**src/csd_types_pkg.sv**
```systemverilog
`default_nettype none

package csd_types_pkg;

    // Input sample width.
    localparam int SAMPLE_W = 16;

    // Carry-save and product width, holds every product exactly.
    localparam int TERM_W = 32;

    typedef logic signed [SAMPLE_W-1:0] sample_t;

    // Sign-extended samples, partial terms, sums and carries.
    typedef logic [TERM_W-1:0] term_t;

    // Finished product at the output.
    typedef logic [TERM_W-1:0] product_t;

endpackage

`default_nettype wire

```
**src/csd_coef_pkg.sv**
```systemverilog
`default_nettype none

package csd_coef_pkg;

    localparam int NUM_TAPS   = 4;
    localparam int MAX_DIGITS = 5; // Most nonzero CSD digits in any tap.

    typedef logic [4:0] shift_t;

    // Power of two of each digit, digit 0 first.
    // Tap 0: -2^10 +2^8 -2^6 -2^2 +1.
    // Tap 1: -2^7 -2^4 -2^1.
    // Tap 2: +2^10 +2^8 -2^6 +2^2 +1.
    // Tap 3: +2^9 -2^7 -2^4 -1.
    localparam shift_t csd_shift [NUM_TAPS][MAX_DIGITS] = '{
        '{5'd10, 5'd8, 5'd6, 5'd2, 5'd0},
        '{5'd7,  5'd4, 5'd1, 5'd0, 5'd0},
        '{5'd10, 5'd8, 5'd6, 5'd2, 5'd0},
        '{5'd9,  5'd7, 5'd4, 5'd0, 5'd0}
    };

    // Bit i set means digit i is minus one.
    localparam logic [MAX_DIGITS-1:0] csd_neg [NUM_TAPS] = '{
        5'b01101,
        5'b00111,
        5'b00100,
        5'b01110
    };

    // Bit i set means digit i is present.
    localparam logic [MAX_DIGITS-1:0] csd_used [NUM_TAPS] = '{
        5'b11111,
        5'b00111,
        5'b11111,
        5'b01111
    };

    localparam int coef_value [NUM_TAPS] = '{-835, -146, 1221, 367};

endpackage

`default_nettype wire

```
**src/csd_input_stage.sv**
```systemverilog
`timescale 1ns/1ps
`default_nettype none

module csd_input_stage (
    input  wire logic                 clk,
    input  wire logic                 rst_n,
    input  wire csd_types_pkg::sample_t x,
    input  wire logic                 x_valid,
    output csd_types_pkg::term_t      x_ext,
    output logic                      x_ext_valid
);

    import csd_types_pkg::*;

    term_t x_sext;

    // Replicate the sign bit up to term width.
    assign x_sext = {{(TERM_W-SAMPLE_W){x[SAMPLE_W-1]}}, x};

    always_ff @(posedge clk) begin
        if (x_valid) begin
            x_ext <= x_sext; // Holds its value between strobes.
        end
    end

    always_ff @(posedge clk) begin
        if (!rst_n) begin
            x_ext_valid <= 1'b0;
        end else begin
            x_ext_valid <= x_valid;
        end
    end

endmodule

`default_nettype wire

```
**src/csd_tap.sv**
```systemverilog
`timescale 1ns/1ps
`default_nettype none

module csd_tap #(
    parameter int TAP = 0
) (
    input  wire logic                 clk,
    input  wire logic                 rst_n,
    input  wire csd_types_pkg::term_t x_ext,
    input  wire logic                 x_ext_valid,
    output csd_types_pkg::term_t      cs_sum,
    output csd_types_pkg::term_t      cs_carry,
    output logic                      tree_valid
);

    import csd_types_pkg::*;
    import csd_coef_pkg::*;

    // 3:2 compressor, sum half.
    function automatic term_t csa_sum(term_t a, term_t b, term_t c);
        return a ^ b ^ c;
    endfunction

    // 3:2 compressor, carry half (not yet shifted).
    function automatic term_t csa_carry(term_t a, term_t b, term_t c);
        return (a & b) | (b & c) | (a & c);
    endfunction

    term_t term [MAX_DIGITS];

    // One signed partial term per CSD digit.
    for (genvar i = 0; i < MAX_DIGITS; i++) begin : g_term
        term_t shifted;

        assign shifted = x_ext << csd_shift[TAP][i];

        assign term[i] = !csd_used[TAP][i] ? '0 :
                         csd_neg[TAP][i]   ? -shifted : shifted;
    end

    term_t s1;
    term_t c1;
    term_t s2;
    term_t c2;
    term_t s3;
    term_t c3;
    term_t s4;
    term_t c4;

    // Level 1: two compressors side by side.
    assign s1 = csa_sum(term[0], term[1], term[2]);
    assign c1 = csa_carry(term[0], term[1], term[2]);
    assign s2 = csa_sum(term[3], term[4], '0);
    assign c2 = csa_carry(term[3], term[4], '0);

    // Level 2.
    assign s3 = csa_sum(s1, s2, c1 << 1);
    assign c3 = csa_carry(s1, s2, c1 << 1);

    // Level 3 folds in the level 1 carry left over.
    assign s4 = csa_sum(s3, c2 << 1, c3 << 1);
    assign c4 = csa_carry(s3, c2 << 1, c3 << 1);

    always_ff @(posedge clk) begin
        if (x_ext_valid) begin
            cs_sum   <= s4;
            cs_carry <= c4; // Shifted in the output stage.
        end
    end

    always_ff @(posedge clk) begin
        if (!rst_n) begin
            tree_valid <= 1'b0;
        end else begin
            tree_valid <= x_ext_valid;
        end
    end

endmodule

`default_nettype wire

```
**src/csd_output_stage.sv**
```systemverilog
`timescale 1ns/1ps
`default_nettype none

module csd_output_stage (
    input  wire logic                 clk,
    input  wire logic                 rst_n,
    input  wire csd_types_pkg::term_t cs_sum   [csd_coef_pkg::NUM_TAPS],
    input  wire csd_types_pkg::term_t cs_carry [csd_coef_pkg::NUM_TAPS],
    input  wire logic                 tree_valid,
    output csd_types_pkg::product_t   y        [csd_coef_pkg::NUM_TAPS],
    output logic                      y_valid
);

    import csd_types_pkg::*;
    import csd_coef_pkg::*;

    product_t product [NUM_TAPS];

    // One carry-propagate add per tap.
    always_comb begin
        for (int t = 0; t < NUM_TAPS; t++) begin
            product[t] = cs_sum[t] + (cs_carry[t] << 1);
        end
    end

    // Products are zero until the first result arrives.
    always_ff @(posedge clk) begin
        if (!rst_n) begin
            for (int t = 0; t < NUM_TAPS; t++) begin
                y[t] <= '0;
            end
        end else if (tree_valid) begin
            for (int t = 0; t < NUM_TAPS; t++) begin
                y[t] <= product[t];
            end
        end
    end

    always_ff @(posedge clk) begin
        if (!rst_n) begin
            y_valid <= 1'b0;
        end else begin
            y_valid <= tree_valid;
        end
    end

endmodule

`default_nettype wire

```
**src/csd_mult_bank.sv**
```systemverilog
`timescale 1ns/1ps
`default_nettype none

module csd_mult_bank (
    input  wire logic                   clk,
    input  wire logic                   rst_n,
    input  wire csd_types_pkg::sample_t x,
    input  wire logic                   x_valid,
    output csd_types_pkg::product_t     y [csd_coef_pkg::NUM_TAPS],
    output logic                        y_valid
);

    import csd_types_pkg::*;
    import csd_coef_pkg::*;

    term_t x_ext;
    logic  x_ext_valid;

    term_t cs_sum   [NUM_TAPS];
    term_t cs_carry [NUM_TAPS];
    logic  tap_valid [NUM_TAPS]; // Identical in every tap.

    csd_input_stage csd_input_stage_i (
        .clk         (clk),
        .rst_n       (rst_n),
        .x           (x),
        .x_valid     (x_valid),
        .x_ext       (x_ext),
        .x_ext_valid (x_ext_valid)
    );

    for (genvar t = 0; t < NUM_TAPS; t++) begin : g_tap
        csd_tap #(
            .TAP (t)
        ) csd_tap_i (
            .clk         (clk),
            .rst_n       (rst_n),
            .x_ext       (x_ext),
            .x_ext_valid (x_ext_valid),
            .cs_sum      (cs_sum[t]),
            .cs_carry    (cs_carry[t]),
            .tree_valid  (tap_valid[t])
        );
    end

    csd_output_stage csd_output_stage_i (
        .clk        (clk),
        .rst_n      (rst_n),
        .cs_sum     (cs_sum),
        .cs_carry   (cs_carry),
        .tree_valid (tap_valid[0]),
        .y          (y),
        .y_valid    (y_valid)
    );

endmodule

`default_nettype wire

```
**config.mk**
```make
export PLATFORM = sky130hd
export DESIGN_NAME = csd_mult_bank
export DESIGN_NICKNAME = d
export VERILOG_FILES = /design/src/csd_types_pkg.sv /design/src/csd_coef_pkg.sv /design/src/csd_input_stage.sv /design/src/csd_tap.sv /design/src/csd_output_stage.sv /design/src/csd_mult_bank.sv
export SDC_FILE = /design/constraint.sdc
export NUM_CORES = 1
export LEC_CHECK = 0
export BUFFER_PORTS_ARGS = -buffer_cell sky130_fd_sc_hd__buf_2
export CAP_MARGIN = 15
export CORE_ASPECT_RATIO = 0.6
export CORE_UTILIZATION = 55
export CTS_BUF_LIST = sky130_fd_sc_hd__clkbuf_8
export DETAILED_ROUTE_END_ITERATION = 10
export PLACE_DENSITY = 0.81
export SYNTH_ARGS = -nofsm -noshare
export SYNTH_HDL_FRONTEND = slang
export SYNTH_SLANG_ARGS = --single-unit
export TNS_END_PERCENT = 1
```
**constraint.sdc**
```tcl
create_clock -name clk -period 6.6 [get_ports clk]
set_input_delay 1.32 -clock clk [delete_from_list [all_inputs] [get_ports clk]]
set_output_delay 1.32 -clock clk [all_outputs]
set_load 0.01 [all_outputs]
```
==> results of run 1 <==
-- final cells by class --
type / instances / area share, %
Tap cell: 570 / 2.697
Inverter: 175 / 2.484
Clock buffer: 68 / 3.539
Clock inverter: 38 / 1.088
Multi-Input combinational cell: 1486 / 49.94
Sequential cell: 366 / 36.94
Timing Repair Buffer: 165 / 3.312
-- state kept, by name, indices dropped and copies added (netlist names) --
| name | flops |
|---|---|
| csd_input_stage_i.x_ext | 16 |
| csd_output_stage_i.y_valid | 1 |
| g_tap.csd_tap_i.cs_carry | 107 |
| g_tap.csd_tap_i.tree_valid | 1 |
| g_tap.csd_tap_i.cs_sum | 120 |
| csd_input_stage_i.x_ext_valid | 1 |
| csd_output_stage_i.y | 120 |
-- per-layer routing --
layer	wire [um]	track usage, %	vias to the layer above
met3	5586	6.292	68
met1	29910	43.33	8034
met5	0	0	-
met2	25510	41.44	740
met4	780	4.777	0
li1	-	-	7733
-- worst min-delay path: cells and delay by family, from the launching register on --
family,cells,cell delay [ps]
AND/OR/NAND/NOR,1,40
flip-flops,1,320
AO/OA/AOI/OAI,1,60
-- logic make-up (layout without fill, tap and decap cells) --
family                     count (synthesis)  count (layout)  share of synthesized area [%]
AOI/OAI and AO/OA                        422             422                          11.32
adders and majority gates                421             421                          25.69
and+or+nand+nor                          390             390                          8.543
DFF                                      366             366                          40.85
buffers and inverters                    238             446                          3.876
xor gates and xnor gates                 197             197                          7.396
muxes                                     55              55                          2.305
other                                      1               1                        0.01570
-- final timing paths --
path | endpoint | slack (ps) | cells after the start
min reg2reg | csd_output_stage_i.y[117] | 450 | 2
max reg2reg | g_tap[0].csd_tap_i.cs_sum[30] | 1130 | 15
min | csd_output_stage_i.y[117] | 450 | 2
max | g_tap[0].csd_tap_i.cs_sum[30] | 1130 | 15
-- placed cells by master, fill, tap and decap left out, drive strengths merged, types with 68 or more instances in the layout --
cell	Yosys	layout
nor2	75	75
a21oi	94	94
inv	174	199
xnor2	136	136
dfxtp	123	123
clkbuf	49	68
fa	119	119
nand2	99	99
nor2b	71	71
buf	14	165
edfxtp	243	243
o21ai	125	125
ha	292	292
-- report_power, final --
part           total [W]  internal [W]  leakage (nW)  switching, W
logic            0.00357       0.00147          7.51       0.00210
clock network    0.00207       0.00113         0.715      0.000944
registers        0.00312       0.00295          3.22      0.000170
total            0.00877       0.00555          11.4       0.00322
-- metrics by stage --
| stage | util, % | std cells |
|---|---|---|
| detailed placement | 59.49 | 2761 |
| floorplan | - | 2090 |
| global placement | 59.49 | 2761 |
| global route | 62.39 | 2868 |
| finish | 62.39 | 2868 |
| CTS | 62.37 | 2867 |
==> results.json, run 1 <==
{
  "outcome": "finished, final reports clean",
  "fin_total_pwr_w": 0.008770,
  "postSynthCellCount": 2090,
  "synth_warnings": 0,
  "crit_type": "flop to flop",
  "rsz0062_at_grt": "no",
  "final_cell_area_um2": 26440,
  "fin_tns_setup_ps": 0,
  "required_ps": 6980,
  "cts_root_buf": "clkbuf_8",
  "fin_crit_sh_pct": 82.83,
  "yosysSeqAreaShare_pct": 40.85,
  "crit_chain": "inv_1, ha_1, or4b_4, nor2_4, nand3_4, nor2_2, nand2_1, inv_1, nand2_1, ha_1, xor2_1, xnor2_1, fa_1, fa_1, inv_1",
  "rows": 58,
  "initial_core_util_pct": 56.37,
  "synth_area_leaders": "edfxtp_1 31%, ha_1 15%, dfxtp_1 10%",
  "grt-ovfl-total": 0,
  "synth_area_um2": 23890,
  "fin_hold_ws_ps": 449.2,
  "setup-violations-final": 0,
  "slew_viol_final": 0,
  "crit_start": "csd_input_stage_i.x_ext[1]",
  "cpMaxStageDelayCell": "xor2_1",
  "max_stage_delay_ps": 710,
  "register_area_um2": 9767,
  "ant_nets": 0,
  "core_um2": 42380,
  "cts_resized": 0,
  "power_leakage_nw": 11.45,
  "synth_edf_count": 243,
  "grtUsageTotal_pct": 28.36,
  "grt_pass1_vias": 16750,
  "antenna_cells": 0,
  "synthArstFlopShare_pct": 0,
  "start_kind": "flop",
  "crit_top_cell": "inv_1",
  "htreeDepth": 2,
  "vias": 16580,
  "crit_path_end_kind": "flop",
  "port_buffers": 146,
  "p_per_area_nw_per_um2": 331.7,
  "post_cts_buffers": 0,
  "rr_startpoint": "csd_input_stage_i.x_ext[1]",
  "max_freq_mhz": 182.9,
  "ios": 148,
  "fp.dieArea_um2": 44300,
  "post-place-ws_ps": 1245,
  "path_buf_inv": 3,
  "die_h_um": 163.4,
  "drt_iter0_drc": 1801,
  "layout_setup_ws_ps": 1134,
  "drive_above_1_share_pct": 12.18,
  "grt_max_degree": 78,
  "synth_top_area_cell": "edfxtp_1",
  "synth.most_common_cell": "ha_1",
  "synth_seq_cells": 366,
  "n_fill_cell": 3343,
  "routabilityCongestion": 0.9553,
  "clockBufferDepth": 3,
  "synth-main-ff-cell": "edfxtp_1",
  "ys_types": 79,
  "crit_family": "adder cells",
  "multi_input_area_um2": 13210,
  "finClkSkew_ps": 34.38,
  "syn_nets": 2520,
  "cts_hold_buf": 0,
  "cts_buffers": 56,
  "vdd_drop_max_mv": 0.1884,
  "worstHoldPathType": "flop to flop",
  "grt_pass1_wl_um": 96080,
  "hold_viol_final": 0,
  "synth_top_area_share_pct": 30.55,
  "vias_per_cell": 5.779,
  "max-cap-violations": 0,
  "cp_max_fo": 9,
  "drcViolationCount": 0,
  "hold_start": "csd_output_stage_i.y[117]",
  "clkTransAtPathRegs_ps": 60,
  "clk_latency_ps": 630,
  "clock-sinks": 366,
  "first_pass_iters": 5,
  "tightest_slew_ps": 1030,
  "nets": 2680,
  "area_growth_pct": 10.69,
  "antenna_found_initial": 0,
  "cts_tree": "built",
  "arrival_ps": 5850,
  "die_w_um": 271.1,
  "max_slew_margin_pct": 30.99,
  "postRouteWirelength_um": 61790,
  "syn-mean-instance-area_um2": 11.43,
  "placed_cell_area_um2": 25210,
  "dpl.hpwl_um": 47540,
  "period_minus_slack_ps": 5466,
  "wire_per_inst_um": 21.54,
  "synth_common_cells": "292 x ha_1, 243 x edfxtp_1, 170 x inv_1, 132 x xnor2_1, 123 x dfxtp_1"
}
Note: power is estimated with default switching activity, not from simulation.
==> run 2: changes to the inputs <==
==> constraint.sdc (replaced) <==
create_clock -name clk -period 5.1 [get_ports clk]
set_input_delay 1.02 -clock clk [delete_from_list [all_inputs] [get_ports clk]]
set_output_delay 1.02 -clock clk [all_outputs]
set_load 0.01 [all_outputs]
==> run 2 against run 1 <==
Compared with the run above:
- count of clock-buffer cells in the layout fell by 11
- hold slack worse by 1.1 ps
- largest power group unchanged
- sequential share of layout area fell by 0.37 points
- register-to-register slack lost 730 ps
- worst setup slack got worse by 730 ps
- power is 32% higher
- final cell count rose by 0.66%
- final area is 1.0% higher
- sequential power grew 29%
- clock power rose by 40%
- first-iteration DRC count shrank 14%
- highest routed layer unchanged
- global-route usage grew 0.12 points
==> results.json, run 2 (synthesized netlist as in run 1, its figures left out) <==
{
  "outcome": "finished, final reports clean",
  "die_w_um": 271.1,
  "dpl.hpwl_um": 48000,
  "finClkSkew_ps": 40.21,
  "setup-violations-final": 0,
  "arrival_ps": 5060,
  "vias_per_cell": 5.808,
  "power_leakage_nw": 11.54,
  "cts_root_buf": "clkbuf_8",
  "clk_latency_ps": 660,
  "grt_pass1_wl_um": 95850,
  "area_growth_pct": 11.82,
  "clkTransAtPathRegs_ps": 70,
  "fin_tns_setup_ps": 0,
  "rows": 58,
  "crit_path_end_kind": "flop",
  "dp.cells": 2781,
  "fin_cells": 2887,
  "routabilityCongestion": 0.9271,
  "drcViolationCount": 0,
  "top_regs": "csd_output_stage_i.y: 120 flops, g_tap.csd_tap_i.cs_sum: 120 flops, g_tap.csd_tap_i.cs_carry: 107 flops",
  "r2r_slack_ps": 400,
  "initial_core_util_pct": 56.37,
  "grt-ovfl-total": 0,
  "tightest_slew_ps": 1010,
  "wire_per_inst_um": 21.56,
  "grt_pass1_vias": 16590,
  "ant_nets": 0,
  "port_buffers": 146,
  "grtUsageTotal_pct": 28.47,
  "mostFrequentLayoutCells": "292 x ha_1, 243 x edfxtp_1, 179 x inv_1",
  "start_kind": "flop",
  "crit_type": "flop to flop",
  "worstHoldPathType": "flop to flop",
  "die_h_um": 163.4,
  "first_pass_iters": 6,
  "cts_resized": 0,
  "reg2reg_to": "g_tap[0].csd_tap_i.cs_sum[26]",
  "drt_iter0_drc": 1544,
  "htreeDepth": 2,
  "cts_buffers": 56,
  "required_ps": 5460,
  "fp.dieArea_um2": 44300,
  "whs_endpoint": "csd_output_stage_i.y[58]",
  "clockBufferDepth": 3,
  "rsz0062_at_grt": "no",
  "antenna_found_initial": 0,
  "reg2reg_depth": 15,
  "ios": 148,
  "hold_viol_final": 0,
  "p_per_area_nw_per_um2": 434.1,
  "clock-sinks": 366,
  "nets": 2699,
  "postRouteWirelength_um": 62240,
  "drive_above_1_share_pct": 13.51,
  "holdPathStages": 2,
  "antenna_cells": 0,
  "post_cts_buffers": 0,
  "rr_startpoint": "csd_input_stage_i.x_ext[1]",
  "grt_max_degree": 110,
  "layout_commonest_cell": "ha_1",
  "vias": 16770,
  "slew_viol_final": 0,
  "cts_hold_buf": 0,
  "cts_tree": "built",
  "period_minus_slack_ps": 4700,
  "vdd_drop_max_mv": 0.2735,
  "hold_start": "csd_output_stage_i.y[58]",
  "cp_max_fo": 6,
  "core_um2": 42380,
  "fin_crit_sh_pct": 92.15,
  "max-cap-violations": 0,
  "max_slew_margin_pct": 32.68,
  "max_freq_mhz": 212.8
}
run 2: cell types whose count changed in the layout (fill, tap and decap cells not counted), sizes merged:
cell | before | now
inv | 199 | 187
bufinv | 5 | 11
buf | 165 | 184
clkinv | 9 | 22
clkinvlp | 0 | 4
clkbuf | 68 | 57
run 2: worst max-delay path by stage:
stage	startpoint	endpoint	slack, ps	cells after the start
2_1_floorplan	csd_input_stage_i.x_ext[0]	g_tap[0].csd_tap_i.cs_sum[30]	310	16
3_3_place_gp	csd_input_stage_i.x_ext[1]	g_tap[1].csd_tap_i.cs_sum[28]	600	15
3_5_place_dp	csd_input_stage_i.x_ext[1]	g_tap[0].csd_tap_i.cs_sum[26]	490	15
4_1_cts	csd_input_stage_i.x_ext[1]	g_tap[0].csd_tap_i.cs_sum[26]	460	15
5_1_grt	csd_input_stage_i.x_ext[1]	g_tap[1].csd_tap_i.cs_sum[28]	110	15
6_report	csd_input_stage_i.x_ext[1]	g_tap[0].csd_tap_i.cs_sum[26]	400	15
run 2: report_power, final:
| part | leakage, nW | internal, W | switching, W |
|---|---|---|---|
| Sequential | 3.22 | 0.00382 | 0.000205 |
| Combinational | 7.61 | 0.00192 | 0.00275 |
| Clock | 0.705 | 0.00163 | 0.00128 |
run 2: worst max-delay path: stages (launching register included):
cell	delay [ps]
edfxtp_1	510
inv_1	160
ha_1	220
or4b_4	510
nor2_4	150
nand3_4	160
nor2_2	290
nand2_1	200
inv_1	160
nand2_1	90
ha_1	320
xor2_1	370
buf_4	210
xnor2_1	90
fa_1	570
fa_1	420
run 2: cell type report:
class / instances / area, um2
multi-input cells: 1486 / 13210
repair buffers: 184 / 1044
clock buffers: 57 / 784.5
clock inverters: 49 / 533.0
inverters: 175 / 656.9
fillers: 3339 / 15670
well taps: 570 / 713.2
flip-flops and latches: 366 / 9767
run 2: metal layers:
metal  part of all wire [%]  up-vias  global-route usage [%]
met4                    2.0        0                   7.165
met3                    9.4       94                   7.321
li1                       -     7795                       -
met1                     48     8152                   42.73
met2                     41      728                   40.66
met5                      0        -                       0
run 2: stage by stage:
step           worst slack, ps  area (um2)  total power [W]  hold WS [ps]  utilization (%)
2_1_floorplan            307.9       23890         0.007203         472.0                -
3_3_place_gp             595.4       25390         0.008452         432.9            59.92
3_5_place_dp             488.0       25390         0.008635         437.2            59.92
4_1_cts                  455.1       26710          0.01158         452.9            63.03
5_1_grt                  114.5       26710          0.01231         474.6            63.03
6_report                 400.2       26710          0.01160         448.1            63.03
